==> config.mk <==
export PLATFORM = sky130hd
export DESIGN_NAME = calc_top
export DESIGN_NICKNAME = d
export VERILOG_FILES = /design/src/design/calc_pkg.sv /design/src/design/calc_issue.sv /design/src/design/calc_pipe_int.sv /design/src/design/calc_pipe_mul.sv /design/src/design/calc_completion.sv /design/src/design/calc_top.sv
export SDC_FILE = /design/constraint.sdc
export NUM_CORES = 2
export LEC_CHECK = 0
export BUFFER_PORTS_ARGS = -buffer_cell sky130_fd_sc_hd__buf_2
export CAP_MARGIN = 0
export CORE_MARGIN = 1.5
export CORE_UTILIZATION = 45
export DETAILED_ROUTE_END_ITERATION = 6
export SLEW_MARGIN = 20
export SYNTH_ARGS = -nofsm -noshare
export SYNTH_HDL_FRONTEND = slang
export SYNTH_SLANG_ARGS = --single-unit
==> constraint.sdc <==
create_clock -name clk_i -period 10.5 [get_ports clk_i]
set_input_delay 2.1 -clock clk_i [delete_from_list [all_inputs] [get_ports clk_i]]
set_output_delay 2.1 -clock clk_i [all_outputs]
set_load 0.01 [all_outputs]
==> src/design/calc_pkg.sv <==
package calc_pkg;

  // Number of completion stages, stage 3 is writeback
  localparam int comp_stages_lp = 4;

  typedef logic [31:0] word_t;
  typedef logic [4:0]  reg_addr_t;
  typedef logic [4:0]  shamt_t;

  typedef enum logic [3:0]
  {
    OP_ADD = 4'h0
    , OP_SUB = 4'h1
    , OP_AND = 4'h2
    , OP_OR  = 4'h3
    , OP_XOR = 4'h4
    , OP_SLL = 4'h5
    , OP_SRL = 4'h6
    , OP_SLT = 4'h7
    , OP_MUL = 4'h8
  } op_e;

  typedef struct packed
  {
    logic      v;
    op_e       op;
    logic      rs1_r_v;
    logic      rs2_r_v;
    logic      rd_w_v;
    reg_addr_t rd_addr;
    reg_addr_t rs1_addr;
    reg_addr_t rs2_addr;
    word_t     rs1_data;
    word_t     rs2_data;
  } dispatch_pkt_t;

  typedef struct packed
  {
    logic      w_v;
    reg_addr_t rd_addr;
    word_t     rd_data;
  } wb_pkt_t;

  typedef struct packed
  {
    logic  v;
    word_t data;
  } pipe_result_t;

  // Index 0 is the youngest instruction
  typedef wb_pkt_t [comp_stages_lp-1:0] comp_stage_t;
  typedef word_t   [comp_stages_lp-1:0] fwd_data_t;

endpackage

==> src/design/calc_issue.sv <==
`timescale 1ns/1ps

module calc_issue
  (input                              clk_i
   , input                            reset_i
   , input                            flush_i

   , input calc_pkg::dispatch_pkt_t   dispatch_pkt_i
   , input calc_pkg::comp_stage_t     comp_stage_r_i
   , input calc_pkg::fwd_data_t       fwd_data_i

   , output calc_pkg::dispatch_pkt_t  reservation_o
   );

  function automatic calc_pkg::word_t bypass_operand
    (input calc_pkg::reg_addr_t     addr
     , input logic                  r_v
     , input calc_pkg::word_t       rf_data
     , input calc_pkg::comp_stage_t stages
     , input calc_pkg::fwd_data_t   fwd
     );
    calc_pkg::word_t data;
    data = rf_data;
    // Oldest first, so a younger match overrides
    for (int i = calc_pkg::comp_stages_lp-1; i >= 0; i--)
    begin
      if (r_v && stages[i].w_v && (stages[i].rd_addr == addr))
      begin
        data = fwd[i];
      end
    end
    return data;
  endfunction

  calc_pkg::dispatch_pkt_t reservation_n;
  calc_pkg::dispatch_pkt_t reservation_r;

  always_comb
  begin
    reservation_n          = dispatch_pkt_i;
    reservation_n.v        = dispatch_pkt_i.v & ~flush_i;
    reservation_n.rs1_data = bypass_operand(dispatch_pkt_i.rs1_addr, dispatch_pkt_i.rs1_r_v,
                                            dispatch_pkt_i.rs1_data, comp_stage_r_i, fwd_data_i);
    reservation_n.rs2_data = bypass_operand(dispatch_pkt_i.rs2_addr, dispatch_pkt_i.rs2_r_v,
                                            dispatch_pkt_i.rs2_data, comp_stage_r_i, fwd_data_i);
  end

  always_ff @(posedge clk_i)
  begin
    if (reset_i)
    begin
      reservation_r.v <= 1'b0;
    end
    else
    begin
      reservation_r <= reservation_n;
    end
  end

  assign reservation_o = reservation_r;

endmodule

==> src/design/calc_pipe_int.sv <==
`timescale 1ns/1ps

module calc_pipe_int
  (input calc_pkg::dispatch_pkt_t    reservation_i
   , output calc_pkg::pipe_result_t  int_result_o
   );

  calc_pkg::word_t  src1;
  calc_pkg::word_t  src2;
  calc_pkg::shamt_t shamt;
  calc_pkg::word_t  result;

  assign src1  = reservation_i.rs1_data;
  assign src2  = reservation_i.rs2_data;
  assign shamt = src2[4:0];

  always_comb
  begin
    case (reservation_i.op)
      calc_pkg::OP_ADD:
        result = src1 + src2;
      calc_pkg::OP_SUB:
        result = src1 - src2;
      calc_pkg::OP_AND:
        result = src1 & src2;
      calc_pkg::OP_OR:
        result = src1 | src2;
      calc_pkg::OP_XOR:
        result = src1 ^ src2;
      calc_pkg::OP_SLL:
        result = src1 << shamt;
      calc_pkg::OP_SRL:
        result = src1 >> shamt;
      calc_pkg::OP_SLT:
        result = calc_pkg::word_t'($signed(src1) < $signed(src2));
      default:
        result = '0;
    endcase
  end

  // Multiplies are handled by the mul pipe
  assign int_result_o.v    = reservation_i.v & (reservation_i.op != calc_pkg::OP_MUL);
  assign int_result_o.data = result;

endmodule

==> src/design/calc_pipe_mul.sv <==
`timescale 1ns/1ps

module calc_pipe_mul
  (input                              clk_i
   , input                            reset_i
   , input                            flush_i

   , input calc_pkg::dispatch_pkt_t   reservation_i
   , output calc_pkg::pipe_result_t   mul_result_o
   );

  typedef struct packed
  {
    logic            v;
    calc_pkg::word_t src1;
    calc_pkg::word_t src2;
  } mul_ops_t;

  mul_ops_t               ops_n;
  mul_ops_t               ops_r;
  calc_pkg::pipe_result_t prod_n;
  calc_pkg::pipe_result_t prod_r;

  assign ops_n.v    = reservation_i.v & (reservation_i.op == calc_pkg::OP_MUL) & ~flush_i;
  assign ops_n.src1 = reservation_i.rs1_data;
  assign ops_n.src2 = reservation_i.rs2_data;

  // Low half of the product only
  assign prod_n.v    = ops_r.v & ~flush_i;
  assign prod_n.data = ops_r.src1 * ops_r.src2;

  always_ff @(posedge clk_i)
  begin
    if (reset_i)
    begin
      ops_r.v  <= 1'b0;
      prod_r.v <= 1'b0;
    end
    else
    begin
      ops_r  <= ops_n;
      prod_r <= prod_n;
    end
  end

  assign mul_result_o = prod_r;

endmodule

==> src/design/calc_completion.sv <==
`timescale 1ns/1ps

module calc_completion
  (input                              clk_i
   , input                            reset_i
   , input                            flush_i

   , input calc_pkg::dispatch_pkt_t   reservation_i
   , input calc_pkg::pipe_result_t    int_result_i
   , input calc_pkg::pipe_result_t    mul_result_i

   , output calc_pkg::comp_stage_t    comp_stage_r_o
   , output calc_pkg::fwd_data_t      fwd_data_o
   , output calc_pkg::wb_pkt_t        wb_pkt_o
   );

  localparam int last_lp = calc_pkg::comp_stages_lp - 1;

  // Stage 0 is the reservation itself, later stages are registered
  calc_pkg::wb_pkt_t                 stage0;
  calc_pkg::wb_pkt_t [last_lp:1]     stage_n;
  calc_pkg::wb_pkt_t [last_lp:1]     stage_r;
  calc_pkg::comp_stage_t             comp_stage_r;

  assign stage0.w_v     = reservation_i.v & reservation_i.rd_w_v;
  assign stage0.rd_addr = reservation_i.rd_addr;
  assign stage0.rd_data = '0;

  assign comp_stage_r = {stage_r, stage0};

  // Latencies are static, so at most one pipe finishes per stage
  always_comb
  begin
    for (int i = 1; i <= last_lp; i++)
    begin
      stage_n[i] = comp_stage_r[i-1];
    end
    stage_n[1].rd_data |= int_result_i.v ? int_result_i.data : '0;
    stage_n[3].rd_data |= mul_result_i.v ? mul_result_i.data : '0;

    // Flush kills everything short of writeback
    for (int i = 1; i <= last_lp; i++)
    begin
      stage_n[i].w_v &= ~flush_i;
    end
  end

  always_ff @(posedge clk_i)
  begin
    if (reset_i)
    begin
      for (int i = 1; i <= last_lp; i++)
      begin
        stage_r[i].w_v <= 1'b0;
      end
    end
    else
    begin
      stage_r <= stage_n;
    end
  end

  always_comb
  begin
    for (int i = 0; i < last_lp; i++)
    begin
      fwd_data_o[i] = stage_n[i+1].rd_data;
    end
    fwd_data_o[last_lp] = stage_r[last_lp].rd_data;
  end

  assign comp_stage_r_o = comp_stage_r;
  assign wb_pkt_o       = stage_r[last_lp];

endmodule

==> src/design/calc_top.sv <==
`timescale 1ns/1ps

module calc_top
  (input                              clk_i
   , input                            reset_i
   , input                            flush_i

   , input calc_pkg::dispatch_pkt_t   dispatch_pkt_i
   , output calc_pkg::wb_pkt_t        wb_pkt_o
   );

  calc_pkg::dispatch_pkt_t reservation;
  calc_pkg::pipe_result_t  int_result;
  calc_pkg::pipe_result_t  mul_result;
  calc_pkg::comp_stage_t   comp_stage_r;
  calc_pkg::fwd_data_t     fwd_data;

  calc_issue issue
    (.clk_i(clk_i)
     ,.reset_i(reset_i)
     ,.flush_i(flush_i)
     ,.dispatch_pkt_i(dispatch_pkt_i)
     ,.comp_stage_r_i(comp_stage_r)
     ,.fwd_data_i(fwd_data)
     ,.reservation_o(reservation)
     );

  // ALU, result in the reservation cycle
  calc_pipe_int pipe_int
    (.reservation_i(reservation)
     ,.int_result_o(int_result)
     );

  // Multiplier, two more cycles
  calc_pipe_mul pipe_mul
    (.clk_i(clk_i)
     ,.reset_i(reset_i)
     ,.flush_i(flush_i)
     ,.reservation_i(reservation)
     ,.mul_result_o(mul_result)
     );

  calc_completion completion
    (.clk_i(clk_i)
     ,.reset_i(reset_i)
     ,.flush_i(flush_i)
     ,.reservation_i(reservation)
     ,.int_result_i(int_result)
     ,.mul_result_i(mul_result)
     ,.comp_stage_r_o(comp_stage_r)
     ,.fwd_data_o(fwd_data)
     ,.wb_pkt_o(wb_pkt_o)
     );

endmodule

==> results.md <==
- Status: completed
- WL/cell: 25.1 um
- Compound-gate portion of the synthesized area: 0.133
- Final period util: 0.738
- Bufs on Longest Clock Path: 3
- Synth unique cells: 81
- Die Footprint: approximately 82000 sq um
- DR vias/cell: a little under 6
- Worst Path Arrival: approximately 8.1 ns
- Largest family of logic cells by synthesized area: adder cells
- Maxcap violations: 0
- Post-synthesis sequential area ratio: 0.238
- Syn_nets: approximately 4500
- Initial core utilization: 0.455
- Total I/O pin count: roughly 130
- Mux cell area share after synthesis: 0.0581
- Clk sinks: ~290
- CP peak stage delay: roughly 1.1 ns
- Top cells by count, synth: inv_1 (498), fa_1 (410), nand2_1 (386), and2_1 (317), edfxtp_1 (281)
- Number of synthesized flops with an enable pin: around 280
- Post-CTS sizing: 0
- Via Count: roughly 28000
- Yosys Warn Count: 0
- PortBufs: between 100 and 150
- RSZ-0062 raised after global routing: no
- Drt drc: 0
- CTS tree: built
- Synth Area in XOR/XNOR: 0.0344
- Detailed Place HPWL: just over 90000 um
- Post-layout util: 0.483
- Share of cells above drive strength 1: 0.0812
- Actual slew at the worst max-slew pin: roughly 1.2 ns
- Overflow left after global routing: 0
- Die Ht: ~290 um
- Biggest area consumer among synthesized cells: edfxtp_1
- Detailed Routing Iterations Pass 1: 6
- Crit path cell chain: and2_1 -> fa_1 -> inv_1 -> fa_1 -> fa_1 -> inv_1 -> fa_1 -> ha_1 -> ha_1 -> inv_1 -> fa_1 -> inv_1 -> fa_1 -> ha_1 -> or3_1 -> o221a_2 -> a311o_1 -> o21a_1 -> a31oi_1 -> o2bb2ai_1 -> o22ai_1 -> o31a_1 -> xnor2_1
- Critical setup path kind: reg -> reg
- HP Class: reg -> reg
- Routed Antenna Nets: 0
- Mapped Cells: approximately 3800
- Endpoint type of the worst setup path: flop
- CP max-delay cell: edfxtp_1
- Die width: about 290 um
- GRT Total Usage: 0.297
- Clk slew on worst S/H paths: about 0.070 ns
- Final setup vio count: 0
- Row count: between 100 and 150
- Synth area leaders: edfxtp_1 (23%), fa_1 (23%), ha_1 (7.7%), and2_1 (5.5%), inv_1 (5.2%)
- Hold Fails Final Rpt: 0
- Post-route clock skew: 0.0196 ns
- Slew Limit Fails: 0
- First-pass GRT wire length: 181000 um
- CP max FO: 25
- Adder-cell share of the synthesized area: 0.305
- Max H-tree Level: 1
- Hold Buf Count CTS: 0
- Tmin final: about 7.7 ns
- Initial antenna violation count: 14
- Final GP Congestion: about 1
- Crit-path most repeated cell: fa_1
- Final WL: 121000 um
- Post-Synth Simple-Gate Area: 0.147
- Post CTS Setup Buffer Count: 0
- Post-synth ARST share: 0
- Layout Nets: roughly 4500
- Reg2Reg Setup Slack: around 2.8 ns
- CTS Root Cell: clkbuf_16
- Drt first-iter violations: roughly 2900
- Relative slew slack: 0.223
- Clk_lat worst skew: around 0.6 ns
- Cell with the most instances after synthesis: inv_1
- Placeable Area: around 79000 sq um
- P&R area growth vs syn: 6.19%
- Avg Inst Size Synth: roughly 9.4 sq um
- Mapped cell area: between 30000 and 40000 sq um
- CTS buffer count: 31
- CP required: around 11 ns
- #FFs+latches synth: about 290
- Post-synth top area share: 0.235
- Fmax: 129 MHz
- Pin count of the biggest net entering global routing: ~140
- Final setup TNS: 0 ns
- CP Launch Type: flop
- Ys flop type: edfxtp_1
- Number of global-route vias before repair: ~28000
-- worst paths after layout --
| path | startpoint | to | cells after the start |
|---|---|---|---|
| setup reg to reg | pipe_mul.ops_r[39] | pipe_mul.mul_result_o[31] | 23 |
| setup / recovery | pipe_mul.ops_r[39] | pipe_mul.mul_result_o[31] | 23 |
| hold reg to reg | pipe_mul.ops_r[64] | pipe_mul.mul_result_o[32] | 1 |
| hold / removal | pipe_mul.ops_r[64] | pipe_mul.mul_result_o[32] | 1 |
-- through the flow --
step	hold slack [ns]	cell area [sq um]	setup WS, ns	cells
4_1_cts	0.436	38100	2.73	4833
6_report	0.430	38100	2.76	4836
3_3_place_gp	0.417	37200	2.86	4775
3_5_place_dp	0.417	37200	2.75	4775
2_1_floorplan	0.406	35900	2.36	3807
5_1_grt	0.461	38100	2.45	4833
-- layout make-up --
cell class,instances,area [sq um]
multi-input combinational,2756,24400
clock buffer,34,787
inverter,500,1880
sequential,287,8560
clock inverter,24,165
antenna,3,7.51
fill,7540,40900
timing repair buffer,182,1050
tap,1050,1310
-- critical path: cells and delay by family, from the launching register on --
family          cells  cell delay [ns]
xor+xnor            1             0.13
flops               1             1.12
simple gates        2             0.62
buf+inv             4             0.22
fa+ha+maj           9             3.50
compound gates      7             1.89
-- placed cells by master, fill, tap and decap left out, types with 12 or more instances in the layout --
cell type  count
inv_1        497
fa_1         410
nand2_1      386
and2_1       317
edfxtp_1     281
nor2_1       229
ha_1         220
a21oi_1      183
o21ai_0      160
buf_2        127
mux2i_1      113
xnor2_1      102
a211oi_1      91
a21o_1        59
buf_4         55
mux4_2        41
xor2_1        39
clkbuf_16     31
nor3_1        29
a22oi_1       28
nand3_1       25
o22ai_1       20
o21a_1        18
o21bai_1      17
or3_1         16
a31oi_1       16
a221oi_1      16
o211ai_1      15
nor4_1        15
nand2b_1      14
clkinv_1      13
nand4_1       13
a211o_1       12
-- kinds of logic after synthesis --
kind of cell,Yosys count
adder cells (fa/ha/maj),630
flip-flops,287
XOR/XNOR,141
AND/OR/NAND/NOR,1097
multiplexers,157
AO/OA/AOI/OAI,731
buffers and inverters,764
-- metal layers --
layer / global-route usage / vias up / share of wire
li1: - / 12600 / -
met1: 0.396 / 14200 / 0.41
met2: 0.483 / 1150 / 0.47
met3: 0.0279 / 230 / 0.063
met4: 0.152 / 2 / 0.058
met5: 0 / - / 0.000082
-- registers in the layout, summed over array words and instances (netlist names) --
name                       cells
completion.comp_stage_r_o    114
pipe_mul.mul_result_o         33
pipe_mul.ops_r                65
issue.reservation_o           75
Power is not shown: default switching activity piles up to over one toggle a cycle in this logic, so the estimate is an artifact.
